===== src/rtl/display_pkg.sv =====
//----------------------------------------
// Display geometry, address types and command opcodes shared by the
// command front end. Modules pull it in with a wildcard import.
//----------------------------------------
package display_pkg;

    // Frame geometry.
    localparam int ROW_BITS        = 4;
    localparam int COL_BITS        = 9;
    localparam int BYTES_PER_PIXEL = 3;

    // Column numbers travel little-endian over this many bytes.
    localparam int COL_BYTES = (COL_BITS + 7) / 8;

    // Counter widths never drop below one bit.
    localparam int PIX_BITS     = (BYTES_PER_PIXEL > 1) ? $clog2(BYTES_PER_PIXEL) : 1;
    localparam int COL_CNT_BITS = (COL_BYTES > 1) ? $clog2(COL_BYTES) : 1;

    // Frame RAM size in bytes.
    localparam int RAM_DEPTH     = (1 << ROW_BITS) * (1 << COL_BITS) * BYTES_PER_PIXEL;
    localparam int RAM_ADDR_BITS = $clog2(RAM_DEPTH);

    typedef logic [ROW_BITS-1:0] row_addr_t;
    typedef logic [COL_BITS-1:0] col_addr_t;
    typedef logic [PIX_BITS-1:0] pixel_idx_t;

    // Command opcodes.
    localparam logic [7:0] OPC_LOAD_PIXEL  = 8'h01;
    localparam logic [7:0] OPC_FETCH_PIXEL = 8'h02;

endpackage


===== src/rtl/pixel_bus_if.sv =====
//----------------------------------------
// One frame RAM access port. Handlers drive the requester side,
// the RAM (or the arbiter on its behalf) serves the memory side.
//----------------------------------------
`timescale 1ns/100ps

interface pixel_bus_if
    import display_pkg::*;
();

    row_addr_t  row;
    col_addr_t  column;
    pixel_idx_t pixel;
    logic [7:0] wdata;
    logic       write_en;
    logic       read_en;
    logic [7:0] rdata;

    modport requester (
        output row, column, pixel, wdata, write_en, read_en,
        input  rdata
    );

    modport memory (
        input  row, column, pixel, wdata, write_en, read_en,
        output rdata
    );

endinterface


===== src/rtl/cmd_dispatch.sv =====
//----------------------------------------
// Decodes opcodes from the input stream, routes argument bytes
// to the active handler and gives that handler the frame RAM.
//----------------------------------------
`timescale 1ns/100ps

module cmd_dispatch
    import display_pkg::*;
(
    input  logic             clk,
    input  logic             reset,
    input  logic [7:0]       in_data,
    input  logic             in_valid,
    output logic             in_ready,
    output logic [7:0]       load_data,
    output logic             load_strobe,
    input  logic             load_done,
    output logic [7:0]       fetch_data,
    output logic             fetch_strobe,
    input  logic             fetch_done,
    input  logic             fetch_hold,
    pixel_bus_if.memory      load_bus,
    pixel_bus_if.memory      fetch_bus,
    pixel_bus_if.requester   ram_bus
);

    typedef enum logic [1:0] {
        st_idle,
        st_load,
        st_fetch,
        st_finish
    } disp_state_t;

    disp_state_t state;
    logic        accept;
    logic        fetch_sel;

    assign accept    = in_valid && in_ready;
    assign fetch_sel = (state == st_fetch);

    // The fetch handler stalls input while it reads and streams.
    always_comb begin
        case (state)
            st_idle:  in_ready = 1'b1;
            st_load:  in_ready = !load_done;
            st_fetch: in_ready = !(fetch_hold || fetch_bus.read_en || fetch_done);
            default:  in_ready = 1'b0;
        endcase
    end

    // Reset parks the FSM in finish so in_ready stays low until idle.
    always_ff @(posedge clk) begin
        if (reset) begin
            state <= st_finish;
        end else begin
            case (state)
                st_idle: begin
                    if (accept) begin
                        if (in_data == OPC_LOAD_PIXEL) begin
                            state <= st_load;
                        end else if (in_data == OPC_FETCH_PIXEL) begin
                            state <= st_fetch;
                        end
                        // Anything else is dropped here.
                    end
                end
                st_load: begin
                    if (load_done) begin
                        state <= st_finish;
                    end
                end
                st_fetch: begin
                    if (fetch_done) begin
                        state <= st_finish;
                    end
                end
                default: state <= st_idle;
            endcase
        end
    end

    // Argument bytes go straight through and the strobes qualify them.
    assign load_data    = in_data;
    assign fetch_data   = in_data;
    assign load_strobe  = accept && (state == st_load);
    assign fetch_strobe = accept && fetch_sel;

    // Only the active handler's enables reach the RAM port.
    assign ram_bus.row      = fetch_sel ? fetch_bus.row : load_bus.row;
    assign ram_bus.column   = fetch_sel ? fetch_bus.column : load_bus.column;
    assign ram_bus.pixel    = fetch_sel ? fetch_bus.pixel : load_bus.pixel;
    assign ram_bus.wdata    = fetch_sel ? fetch_bus.wdata : load_bus.wdata;
    assign ram_bus.write_en = (state == st_load) && load_bus.write_en;
    assign ram_bus.read_en  = fetch_sel && fetch_bus.read_en;

    assign load_bus.rdata  = ram_bus.rdata;
    assign fetch_bus.rdata = ram_bus.rdata;

endmodule


===== src/flat_wrapper.sv =====
// flat-port wrapper written by rule: the top's interface ports become plain ports
module cmd_dispatch_flat import display_pkg::*;
  (clk, reset, in_data, in_valid, in_ready, load_data, load_strobe, load_done, fetch_data, fetch_strobe, fetch_done, fetch_hold, load_bus_row, load_bus_column, load_bus_pixel, load_bus_wdata, load_bus_write_en, load_bus_read_en, load_bus_rdata, fetch_bus_row, fetch_bus_column, fetch_bus_pixel, fetch_bus_wdata, fetch_bus_write_en, fetch_bus_read_en, fetch_bus_rdata, ram_bus_row, ram_bus_column, ram_bus_pixel, ram_bus_wdata, ram_bus_write_en, ram_bus_read_en, ram_bus_rdata);
  pixel_bus_if load_bus_i ();
  pixel_bus_if fetch_bus_i ();
  pixel_bus_if ram_bus_i ();
  input  logic clk;
  input  logic reset;
  input  logic [7:0] in_data;
  input  logic in_valid;
  output logic in_ready;
  output logic [7:0] load_data;
  output logic load_strobe;
  input  logic load_done;
  output logic [7:0] fetch_data;
  output logic fetch_strobe;
  input  logic fetch_done;
  input  logic fetch_hold;
  input wire logic [$bits(load_bus_i.row)-1:0] load_bus_row;
  input wire logic [$bits(load_bus_i.column)-1:0] load_bus_column;
  input wire logic [$bits(load_bus_i.pixel)-1:0] load_bus_pixel;
  input wire logic [$bits(load_bus_i.wdata)-1:0] load_bus_wdata;
  input wire logic [$bits(load_bus_i.write_en)-1:0] load_bus_write_en;
  input wire logic [$bits(load_bus_i.read_en)-1:0] load_bus_read_en;
  output wire logic [$bits(load_bus_i.rdata)-1:0] load_bus_rdata;
  input wire logic [$bits(fetch_bus_i.row)-1:0] fetch_bus_row;
  input wire logic [$bits(fetch_bus_i.column)-1:0] fetch_bus_column;
  input wire logic [$bits(fetch_bus_i.pixel)-1:0] fetch_bus_pixel;
  input wire logic [$bits(fetch_bus_i.wdata)-1:0] fetch_bus_wdata;
  input wire logic [$bits(fetch_bus_i.write_en)-1:0] fetch_bus_write_en;
  input wire logic [$bits(fetch_bus_i.read_en)-1:0] fetch_bus_read_en;
  output wire logic [$bits(fetch_bus_i.rdata)-1:0] fetch_bus_rdata;
  output wire logic [$bits(ram_bus_i.row)-1:0] ram_bus_row;
  output wire logic [$bits(ram_bus_i.column)-1:0] ram_bus_column;
  output wire logic [$bits(ram_bus_i.pixel)-1:0] ram_bus_pixel;
  output wire logic [$bits(ram_bus_i.wdata)-1:0] ram_bus_wdata;
  output wire logic [$bits(ram_bus_i.write_en)-1:0] ram_bus_write_en;
  output wire logic [$bits(ram_bus_i.read_en)-1:0] ram_bus_read_en;
  input wire logic [$bits(ram_bus_i.rdata)-1:0] ram_bus_rdata;
  assign load_bus_i.row = load_bus_row;
  assign load_bus_i.column = load_bus_column;
  assign load_bus_i.pixel = load_bus_pixel;
  assign load_bus_i.wdata = load_bus_wdata;
  assign load_bus_i.write_en = load_bus_write_en;
  assign load_bus_i.read_en = load_bus_read_en;
  assign load_bus_rdata = load_bus_i.rdata;
  assign fetch_bus_i.row = fetch_bus_row;
  assign fetch_bus_i.column = fetch_bus_column;
  assign fetch_bus_i.pixel = fetch_bus_pixel;
  assign fetch_bus_i.wdata = fetch_bus_wdata;
  assign fetch_bus_i.write_en = fetch_bus_write_en;
  assign fetch_bus_i.read_en = fetch_bus_read_en;
  assign fetch_bus_rdata = fetch_bus_i.rdata;
  assign ram_bus_row = ram_bus_i.row;
  assign ram_bus_column = ram_bus_i.column;
  assign ram_bus_pixel = ram_bus_i.pixel;
  assign ram_bus_wdata = ram_bus_i.wdata;
  assign ram_bus_write_en = ram_bus_i.write_en;
  assign ram_bus_read_en = ram_bus_i.read_en;
  assign ram_bus_i.rdata = ram_bus_rdata;
  cmd_dispatch u_core (.clk(clk), .reset(reset), .in_data(in_data), .in_valid(in_valid), .in_ready(in_ready), .load_data(load_data), .load_strobe(load_strobe), .load_done(load_done), .fetch_data(fetch_data), .fetch_strobe(fetch_strobe), .fetch_done(fetch_done), .fetch_hold(fetch_hold), .load_bus(load_bus_i), .fetch_bus(fetch_bus_i), .ram_bus(ram_bus_i));
endmodule

===== config.mk =====
export PLATFORM = sky130hd
export DESIGN_NAME = cmd_dispatch_flat
export DESIGN_NICKNAME = d
export VERILOG_FILES = /design/src/rtl/display_pkg.sv /design/src/rtl/pixel_bus_if.sv /design/src/rtl/cmd_dispatch.sv /design/src/flat_wrapper.sv
export SDC_FILE = /design/constraint.sdc
export NUM_CORES = 1
export LEC_CHECK = 0
export ABC_AREA = 1
export ABC_CLOCK_PERIOD_IN_PS = 3700
export BUFFER_PORTS_ARGS = -buffer_cell sky130_fd_sc_hd__buf_2
export CAP_MARGIN = 20
export CORE_UTILIZATION = 32
export CTS_CLUSTER_DIAMETER = 30
export DETAILED_ROUTE_END_ITERATION = 7
export GPL_ROUTABILITY_DRIVEN = 0
export GPL_TIMING_DRIVEN = 0
export PLACE_DENSITY = 0.85
export SLEW_MARGIN = 20
export SYNTH_ARGS = -nofsm -noshare
export SYNTH_HDL_FRONTEND = slang
export SYNTH_SLANG_ARGS = --single-unit

===== constraint.sdc =====
create_clock -name clk -period 3.7 [get_ports clk]
set_input_delay 0.37 -clock clk [delete_from_list [all_inputs] [get_ports clk]]
set_output_delay 0.37 -clock clk [all_outputs]
set_load 0.01 [all_outputs]

==> out/metrics.cfg, run 1 <==
[outcome]
status=complete, no violations

[timing]
tightest_slew_ps=185
period_share_pct=52.7
whs_ps=356
rsz0062_at_grt=false
period_needed_ps=1950
hold_viol=0
maxSlewHeadroom_pct=87.7
setup_viol=0
setup_tns_ps=0
max_freq_mhz=513
timing.final.max_slew_violations=0
skew_ps=1.53

[floorplanning]
core-area_um2=2520
rows=18
io_pins=132
die_w_um=54.1
die-area_um2=2930
initial_utilization_pct=34.4
die_h_um=54.1

[critical_path]
r2r_cells=9
worstSetupStartpointType=flop
crit_fanout=10
rrSetupSlack_ps=2290
worstPathArrival_ps=1580
critPathCaptureType=output pin
r2r-end=u_core.state[0]$_SDFFE_PP1P_
cp-endpoint=ram_bus_wdata[3]
crit_start=u_core.state[0]$_SDFFE_PP1P_
cp_slowest_cell=dfxtp_1
criticalPathCategory=flop to output pin
cp_cell_sequence=inv_1 > ha_1 > buf_4 > inv_4 > buf_2 > nand2_1 > nand2_1 > buf_2
cp.required_ps=3330
critPathMaxStageDelay_ps=370
regToRegStartpoint=u_core.state[0]$_SDFFE_PP1P_

[global_route]
grt_use_total_pct=15.1
grt_pass1_wl_mm=3.39
first_global_vias=859
antenna_found_initial=0
grt_max_degree=11
overflow=0

[drt]
drc=0
routedWlPerCell_um=8.40
vias=1268
dr.first_iter.drc_count=6
vias_per_cell=3.96
antenna_left=0
totalWireLength_mm=2.69
drt_pre_antenna_iters=4

[logic_synthesis]
synth-adder-area-share_pct=5.76
yosys.area.top_type=nand2_1
synthCells=166
synth_top_family_by_area=simple AND/OR/NAND/NOR gates
synthSimpleGateAreaFrac_pct=45.8
synth_compound_area_share_pct=4.90
seq_area_frac_synth_pct=4.61
syn_nets=242
yosysWarnings=0
ys_seq_elements=2
synth.cell_area_um2=868
syn_avg_cell_area_um2=5.23
synth_xor_area_share_pct=0
synth_mux_area_share_pct=0
synth_cell_types=19
synth_area_leaders=nand2_1 37%, buf_4 29%, inv_1 6.5%
synth_top_area_share_pct=36.7

[power_and_ir_drop]
p_leak_uw=0.00108
ir_drop_uv=435
p_per_area_nw_per_um2=433

[place]
dp_hpwl_mm=2.29
port_buffers=121

[layout]
finalNetCount=368
drive_gt1_share_pct=59.0
mostFrequentLayoutCells=125 x buf_2, 85 x nand2_1, 33 x buf_4
antenna_cells=0
areaGrowthSynthToFinish_pct=76.7
final_common_cell=buf_2
largest_register=u_core.state
largest_register_ff_count=2
fillCellCount=260
largestRegisters=u_core.state: 2 flops

[clocking]
clockBufferDepth=2
cts_hold_buffers=0
cts_sinks=2
post_cts_buffers=0
clock_latency_ps=220
cts-root-buf=clkbuf_4
htreeDepth=1
cts_resized=0
path_clk_slew_ps=30
cts_buffers=3
cts_tree=done

[flow_run]
drv_cap=0

[worst_hold_path]
hold_class=input pin to flop

## worst max-delay path: cells and delay by family, from the launching register on
kind	cells	cell delay, ps
buffers and inverters	5	660
and+or+nand+nor	2	130
adders and majority gates	1	200
DFF	1	370
## cells by family (layout without fill, tap and decap cells)
group / count (synthesis) / in the layout
fa+ha+maj: 4 / 4
compound gates: 5 / 5
flops: 2 / 2
simple gates: 100 / 100
buf+inv: 55 / 179
## routing by layer
metal  wire length [um]  track usage [%]  part of all wire [%]
met1                971             16.1                    36
met2               1460             31.1                    54
met3                256             1.13                   9.5
met4                  0             3.85                     0
met5                  0                0                     0
## cell type report
type | instances | area [um2] | area share, %
flip-flops and latches | 2 | 40.0 | 2.61
plain buffers | 37 | 268 | 17.5
multi-input cells | 109 | 490 | 32.0
well taps | 30 | 37.5 | 2.45
repair buffers | 121 | 606 | 39.5
clock buffers | 3 | 22.5 | 1.47
inverters | 18 | 70.1 | 4.57
## cells in the mapped netlist
cell type   n
dfxtp_1     2
nand3_2     1
inv_4       1
buf_4      33
buf_2       4
a21boi_2    1
ha_1        4
o22ai_2     1
nor2_1      6
inv_2       2
nand3_1     3
nand2_1    85
a21oi_1     2
nand2_2     1
inv_1      15
nor3_1      1
a21oi_2     1
nor2_2      2
nand3b_1    1
## worst min-delay path by stage
stage,from,cells past startpoint,endpoint,slack [ps]
4_1_cts,reset,3,u_core.state[1]$_SDFFE_PP1P_,350
5_1_grt,reset,3,u_core.state[1]$_SDFFE_PP1P_,380
6_report,reset,3,u_core.state[1]$_SDFFE_PP1P_,360
3_5_place_dp,u_core.state[1]$_SDFFE_PP1P_,2,u_core.state[1]$_SDFFE_PP1P_,520
2_1_floorplan,reset,2,u_core.state[0]$_SDFFE_PP1P_,490
3_3_place_gp,u_core.state[1]$_SDFFE_PP1P_,2,u_core.state[1]$_SDFFE_PP1P_,530
## through the flow
stage / area (um2) / cells / total power (uW) / util, % / worst slack [ps]
global route: 1530 / 320 / 751 / 60.8 / 1580
finish: 1530 / 320 / 664 / 60.8 / 1750
CTS: 1530 / 320 / 678 / 60.8 / 1710
global placement: 1510 / 317 / 617 / 59.9 / 1970
floorplan: 868 / 166 / 420 / - / 2160
detailed placement: 1510 / 317 / 625 / 59.9 / 1960
## report_power, final
group          switching [uW]  total (uW)  internal (uW)
combinational             327         574            247
clock                    12.1        47.9           35.8
sequential               10.0        42.5           32.4
(Power assumes the default switching activity.)
==> run 2, diff against run 1 <==
Settings changed: ABC_CLOCK_PERIOD_IN_PS 3700 to 1900, CORE_UTILIZATION 32 to 29, PLACE_DENSITY 0.85 to 0.78.
Clock period 3.7 ns to 1.9 ns, I/O delays scaled along.
==> run 2 against run 1 <==
The flow now finishes with violations (design-rule violations). Utilization is 5.9 points lower. Wire length is 2.2% higher. Non-clock buffer count is the same. Via count increased by 0.47%. Hold slack got worse by 170 ps. Count of clock-buffer cells in the layout did not move. Clock skew about the same. Clock power rose by 93%. Critical path depth stayed put. Register-to-register slack got worse by 1800 ps. Sequential power is 96% higher. Largest power group unchanged. Highest routed layer unchanged.
==> out/metrics.cfg, run 2 (synthesized netlist as in run 1, its figures left out) <==
[outcome]
status=finished, violations left  ; was complete, no violations
violations=design-rule violations

[clocking]
path_clk_slew_ps=30  ; about the same
cts_tree=done  ; unchanged
htreeDepth=1  ; unchanged
clockBufferDepth=2  ; unchanged
post_cts_buffers=0  ; unchanged
clock_latency_ps=220  ; about the same
cts_sinks=2  ; unchanged
cts-root-buf=clkbuf_4  ; unchanged
cts_buffers=3  ; unchanged

[power_and_ir_drop]
p_leak_uw=0.00108  ; about the same
pwr-share-clk_pct=7.0  ; was 7.2%
p_sw_uw=690  ; was 350 uW
ir_drop_uv=643  ; was 435 uV
swShare_pct=52.6  ; about the same
p_per_area_nw_per_um2=852  ; was 433 nW/um2
pwr-share-seq_pct=6.3  ; was 6.4%
combPwrFrac_pct=86.6  ; was 86.4%
p_int_uw=623  ; was 315 uW

[worst_hold_path]
min_from=reset  ; unchanged
hold_class=input pin to flop  ; unchanged

[global_route]
grt_max_degree=11  ; unchanged
use_met1_pct=16.7  ; was 16.1%
met3_usage_pct=3.23  ; was 1.13%
antenna_found_initial=0  ; unchanged
first_global_vias=1010  ; was 859
top_usage_layer=met2  ; unchanged
use_met2_pct=31.5  ; was 31.1%
grt_use_total_pct=15.9  ; was 15.1%
grt_pass1_wl_mm=4.15  ; was 3.39 mm
overflow=0  ; unchanged

[floorplanning]
initial_utilization_pct=31.0  ; was 34.4%
core-area_um2=2810  ; was 2520 um2
rows=19  ; was 18
io_pins=132  ; unchanged
die_w_um=56.7  ; was 54.1 um
die-area_um2=3220  ; was 2930 um2
die_h_um=56.7  ; was 54.1 um

[place]
dp_hpwl_mm=2.36  ; was 2.29 mm
dpl_cell_area_um2=1510  ; about the same
port_buffers=121  ; unchanged
dp.cells=318  ; was 317

[drt]
drc=20  ; was 0
antenna_left=0  ; unchanged
vias=1274  ; was 1268
totalWireLength_mm=2.75  ; was 2.69 mm
drt_pre_antenna_iters=6  ; was 4
vias_per_cell=3.97  ; was 3.96
dr.first_iter.drc_count=85  ; was 6
routedWlPerCell_um=8.55  ; was 8.40 um

[timing]
maxSlewHeadroom_pct=87.3  ; was 87.7%
setup_tns_ps=0  ; unchanged
skew_ps=1.80  ; was 1.53 ps
timing.final.max_slew_violations=0  ; unchanged
hold_viol=0  ; unchanged
rsz0062_at_grt=false  ; unchanged
period_share_pct=91.1
period_needed_ps=1730
setup_viol=0  ; unchanged
max_freq_mhz=578
tightest_slew_ps=190  ; was 185 ps

[critical_path]
crit_fanout=10  ; unchanged
worstPathArrival_ps=1540  ; was 1580 ps
crit_top_cell=nand2_1
critPathMaxStageDelay_ps=360  ; was 370 ps
critPathCaptureType=output pin  ; unchanged
cp.required_ps=1710  ; was 3330 ps
regToRegStartpoint=u_core.state[0]$_SDFFE_PP1P_  ; unchanged
worstSetupStartpointType=flop  ; unchanged
criticalPathCategory=flop to output pin  ; unchanged
crit_start=u_core.state[0]$_SDFFE_PP1P_  ; unchanged
cp_slowest_cell=dfxtp_1  ; unchanged
cp_cell_sequence=inv_1 > ha_1 > buf_4 > inv_4 > clkbuf_4 > nand2_1 > nand2_1 > buf_2  ; was inv_1 > ha_1 > buf_4 > inv_4 > buf_2 > nand2_1 > nand2_1 > buf_2

[layout]
antenna_cells=0  ; unchanged
largest_register_ff_count=2  ; unchanged
mostFrequentLayoutCells=123 x buf_2, 85 x nand2_1, 33 x buf_4  ; was 125 x buf_2, 85 x nand2_1, 33 x buf_4
design_area_um2=1540  ; was 1530 um2
drive_gt1_share_pct=59.0  ; unchanged
finalNetCount=368  ; unchanged
multi_input_area_um2=490  ; unchanged
ff_latch_area_um2=40.0  ; unchanged
largest_register=u_core.state  ; unchanged
final_cells=321  ; was 320
areaGrowthSynthToFinish_pct=77.4  ; was 76.7%
fillCellCount=311  ; was 260
final_common_cell=buf_2  ; unchanged
largestRegisters=u_core.state: 2 flops  ; unchanged

[flow_run]
drv_cap=0  ; unchanged

[run 2: cell types whose count changed in the layout (fill, tap and decap cells not counted), sizes merged]
cell    before  now
buf        158  156
clkbuf       3    5
[run 2: cell type report]
| cell class | count | area share [%] |
|---|---|---|
| Tap cell | 31 | 2.52 |
| Sequential cell | 2 | 2.60 |
| Multi-Input combinational cell | 109 | 31.8 |
| Timing Repair Buffer | 121 | 39.3 |
| Inverter | 18 | 4.55 |
| Clock buffer | 3 | 1.46 |
| Buffer | 37 | 17.7 |
[run 2: power groups by stage]
| stage | combinational [uW] | sequential (uW) | clock (uW) |
|---|---|---|---|
| floorplan | 739 | 79.8 | 0 |
| global placement | 1120 | 83.7 | 0 |
| detailed placement | 1140 | 83.8 | 0 |
| CTS | 1150 | 83.2 | 98.4 |
| global route | 1280 | 86.9 | 97.1 |
| finish | 1140 | 83.1 | 92.3 |
[run 2: metrics by stage]
step                util (%)  setup WS, ps  total power [uW]  hold slack, ps
floorplan                  -           535               819             310
global placement        53.9           354              1210             412
detailed placement      53.9           352              1230             416
CTS                     54.7           110              1330             182
global route            54.9          13.0              1470             215
finish                  54.9           169              1310             185
[run 2: repair_timing]
item	CTS	global route
setup endpoints to repair	0	5
hold buffers	0	0
hold endpoints to repair	0	0
resized for setup	0	2
[run 2: path summary, 6_finish.rpt]
kind,slack [ps],to,cells after the start
worst max-delay path,170,ram_bus_wdata[6],8
worst min-delay path,190,u_core.state[1]$_SDFFE_PP1P_,3
worst max register to register,490,u_core.state[0]$_SDFFE_PP1P_,9
worst min register to register,530,u_core.state[1]$_SDFFE_PP1P_,2
[run 2: routing by layer]
metal  share of wire (%)  wire length [um]
met1                  38              1050
met2                  52              1430
met3                 9.5               262
met4                   0                 0
met5                   0                 0
[run 2: critical path, delay by kind of cell (launching register included)]
kind,cells,cell delay (ps)
adders and majority gates,1,190
DFF,1,360
and+or+nand+nor,2,120
buffers and inverters,5,640
==> run 3, diff against run 2 <==
--- a/config.mk
+++ b/config.mk
@@ -16,2 +16,3 @@
 export GPL_TIMING_DRIVEN = 0
+export MAX_ROUTING_LAYER = met4
 export PLACE_DENSITY = 0.78
==> constraint.sdc (replaced) <==
create_clock -name clk -period 1.9 [get_ports clk]
set_input_delay 0.095 -clock clk [delete_from_list [all_inputs] [get_ports clk]]
set_output_delay 0.095 -clock clk [all_outputs]
set_load 0.01 [all_outputs]
==> run 3 against run 2 <==
The run still ends with design-rule violations left. Critical path type unchanged. Largest power group unchanged. Sequential power about the same. Sequential share of layout area about the same. Die area unchanged. Total power down 0.77%.
==> out/metrics.cfg, run 3 (synthesized netlist as in run 1, its figures left out) <==
[timing]
timing.final.max_slew_violations=0  ; unchanged
max_freq_mhz=601  ; was 578 MHz
rsz0062_at_grt=false  ; unchanged
period_needed_ps=1660  ; was 1730 ps
setup_viol=0  ; unchanged
tightest_slew_ps=190  ; about the same
whs_ps=90.2  ; was 185 ps
hold_viol=0  ; unchanged
period_share_pct=87.6  ; was 91.1%
setup_tns_ps=0  ; unchanged
maxSlewHeadroom_pct=87.3  ; about the same
skew_ps=1.80  ; unchanged

[clocking]
path_clk_slew_ps=30  ; about the same
post_cts_buffers=0  ; unchanged
cts_resized=0  ; unchanged
cts-root-buf=clkbuf_4  ; unchanged
clockBufferDepth=2  ; unchanged
cts_buffers=3  ; unchanged
htreeDepth=1  ; unchanged
cts_tree=done  ; unchanged
cts_hold_buffers=0  ; unchanged
cts_sinks=2  ; unchanged
clock_latency_ps=220  ; about the same

[global_route]
grt_max_degree=11  ; unchanged
antenna_found_initial=0  ; unchanged
grt_use_total_pct=16.4  ; was 15.9%
first_global_vias=1010  ; unchanged
overflow=0  ; unchanged
grt_pass1_wl_mm=4.15  ; unchanged

[layout]
areaGrowthSynthToFinish_pct=76.8  ; was 77.4%
multi_input_area_um2=490  ; unchanged
fillCellCount=311  ; unchanged
antenna_cells=0  ; unchanged
largest_register_ff_count=2  ; unchanged
final_common_cell=buf_2  ; unchanged
mostFrequentLayoutCells=125 x buf_2, 85 x nand2_1, 33 x buf_4  ; was 123 x buf_2, 85 x nand2_1, 33 x buf_4
largestRegisters=u_core.state: 2 flops  ; unchanged
drive_gt1_share_pct=59.0  ; unchanged
design_area_um2=1540  ; about the same
ff_latch_area_um2=40.0  ; unchanged
finalNetCount=368  ; unchanged
largest_register=u_core.state  ; unchanged

[drt]
vias_per_cell=3.96  ; was 3.97
antenna_left=0  ; unchanged
drc=20  ; unchanged
totalWireLength_mm=2.75  ; about the same
drt_pre_antenna_iters=6  ; unchanged
dr.first_iter.drc_count=78  ; was 85
vias=1272  ; was 1274
routedWlPerCell_um=8.57  ; was 8.55 um

[outcome]
violations=design-rule violations  ; unchanged
status=finished, violations left  ; unchanged

[critical_path]
r2r-end=u_core.state[0]$_SDFFE_PP1P_  ; unchanged
regToRegStartpoint=u_core.state[0]$_SDFFE_PP1P_  ; unchanged
worstSetupStartpointType=flop  ; unchanged
criticalPathCategory=flop to output pin  ; unchanged
critPathCaptureType=output pin  ; unchanged
crit_fanout=10  ; unchanged
rrSetupSlack_ps=490  ; about the same
cp.required_ps=1800  ; was 1710 ps
worstPathArrival_ps=1570  ; was 1540 ps
r2r_cells=9  ; unchanged

[power_and_ir_drop]
p_int_uw=613  ; was 623 uW
ir_drop_uv=639  ; was 643 uV
combPwrFrac_pct=86.5  ; was 86.6%
swShare_pct=52.9  ; was 52.6%
p_leak_uw=0.00108  ; about the same
pwr-share-clk_pct=7.1  ; was 7.0%
p_sw_uw=689  ; was 690 uW
p_per_area_nw_per_um2=849  ; was 852 nW/um2
power_uw=1300  ; was 1310 uW
pwr-share-seq_pct=6.4  ; was 6.3%

[floorplanning]
die_w_um=56.7  ; unchanged
die_h_um=56.7  ; unchanged
die-area_um2=3220  ; unchanged
core-area_um2=2810  ; unchanged
io_pins=132  ; unchanged
rows=19  ; unchanged
initial_utilization_pct=31.0  ; unchanged

[place]
port_buffers=121  ; unchanged
dpl_cell_area_um2=1510  ; unchanged
dp_hpwl_mm=2.36  ; unchanged

[worst_hold_path]
hold_path_depth=3  ; unchanged
min_from=reset  ; unchanged
min_to=u_core.state[1]$_SDFFE_PP1P_  ; unchanged
hold_class=input pin to flop  ; unchanged

[flow_run]
drv_cap=0  ; unchanged

## run 3: layer usage
layer,GRT usage (%),vias up,share of wire [%]
met4,4.29,0,0
li1,-,707,-
met3,3.00,0,9.1
met1,16.8,507,39
met2,31.5,58,52
met5,-,-,0
## run 3: cell type report
class	instances	share of cell area, %
multi-input cells	109	31.9
flip-flops and latches	2	2.61
repair buffers	121	39.4
clock buffers	3	1.47
well taps	31	2.53
plain buffers	37	17.4
inverters	18	4.56
## run 3: worst max-delay path by stage
stage	from	end	slack, ps	depth (start not counted)
6_report	u_core.state[0]$_SDFFE_PP1P_	ram_bus_column[2]	240	8
5_1_grt	u_core.state[0]$_SDFFE_PP1P_	ram_bus_row[1]	80	8
4_1_cts	u_core.state[0]$_SDFFE_PP1P_	ram_bus_row[0]	200	8
3_5_place_dp	u_core.state[0]$_SDFFE_PP1P_	ram_bus_row[0]	450	8
3_3_place_gp	u_core.state[0]$_SDFFE_PP1P_	ram_bus_column[0]	450	8
2_1_floorplan	u_core.state[0]$_SDFFE_PP1P_	fetch_strobe	630	7
## run 3: worst max-delay path, stage by stage (launching register included)
cell and delay (ps):
dfxtp_1 360, inv_1 80, ha_1 190, buf_4 160
inv_4 90, buf_2 210, nand2_1 70, nand2_1 50
buf_2 120
## run 3: power by group through the flow
stage               Combinational (uW)  Clock, uW  Sequential, uW
finish                            1130       92.3            83.1
global route                      1270       97.1            86.9
CTS                               1150       98.4            83.2
detailed placement                1140          0            83.8
global placement                  1120          0            83.7
floorplan                          739          0            79.8
## run 3: stage by stage
| step | cells | utilization [%] | setup slack (ps) |
|---|---|---|---|
| 2_1_floorplan | 166 | - | 630 |
| 3_3_place_gp | 318 | 53.9 | 449 |
| 3_5_place_dp | 318 | 53.9 | 447 |
| 4_1_cts | 321 | 54.7 | 205 |
| 5_1_grt | 321 | 54.7 | 82.5 |
| 6_report | 321 | 54.7 | 235 |
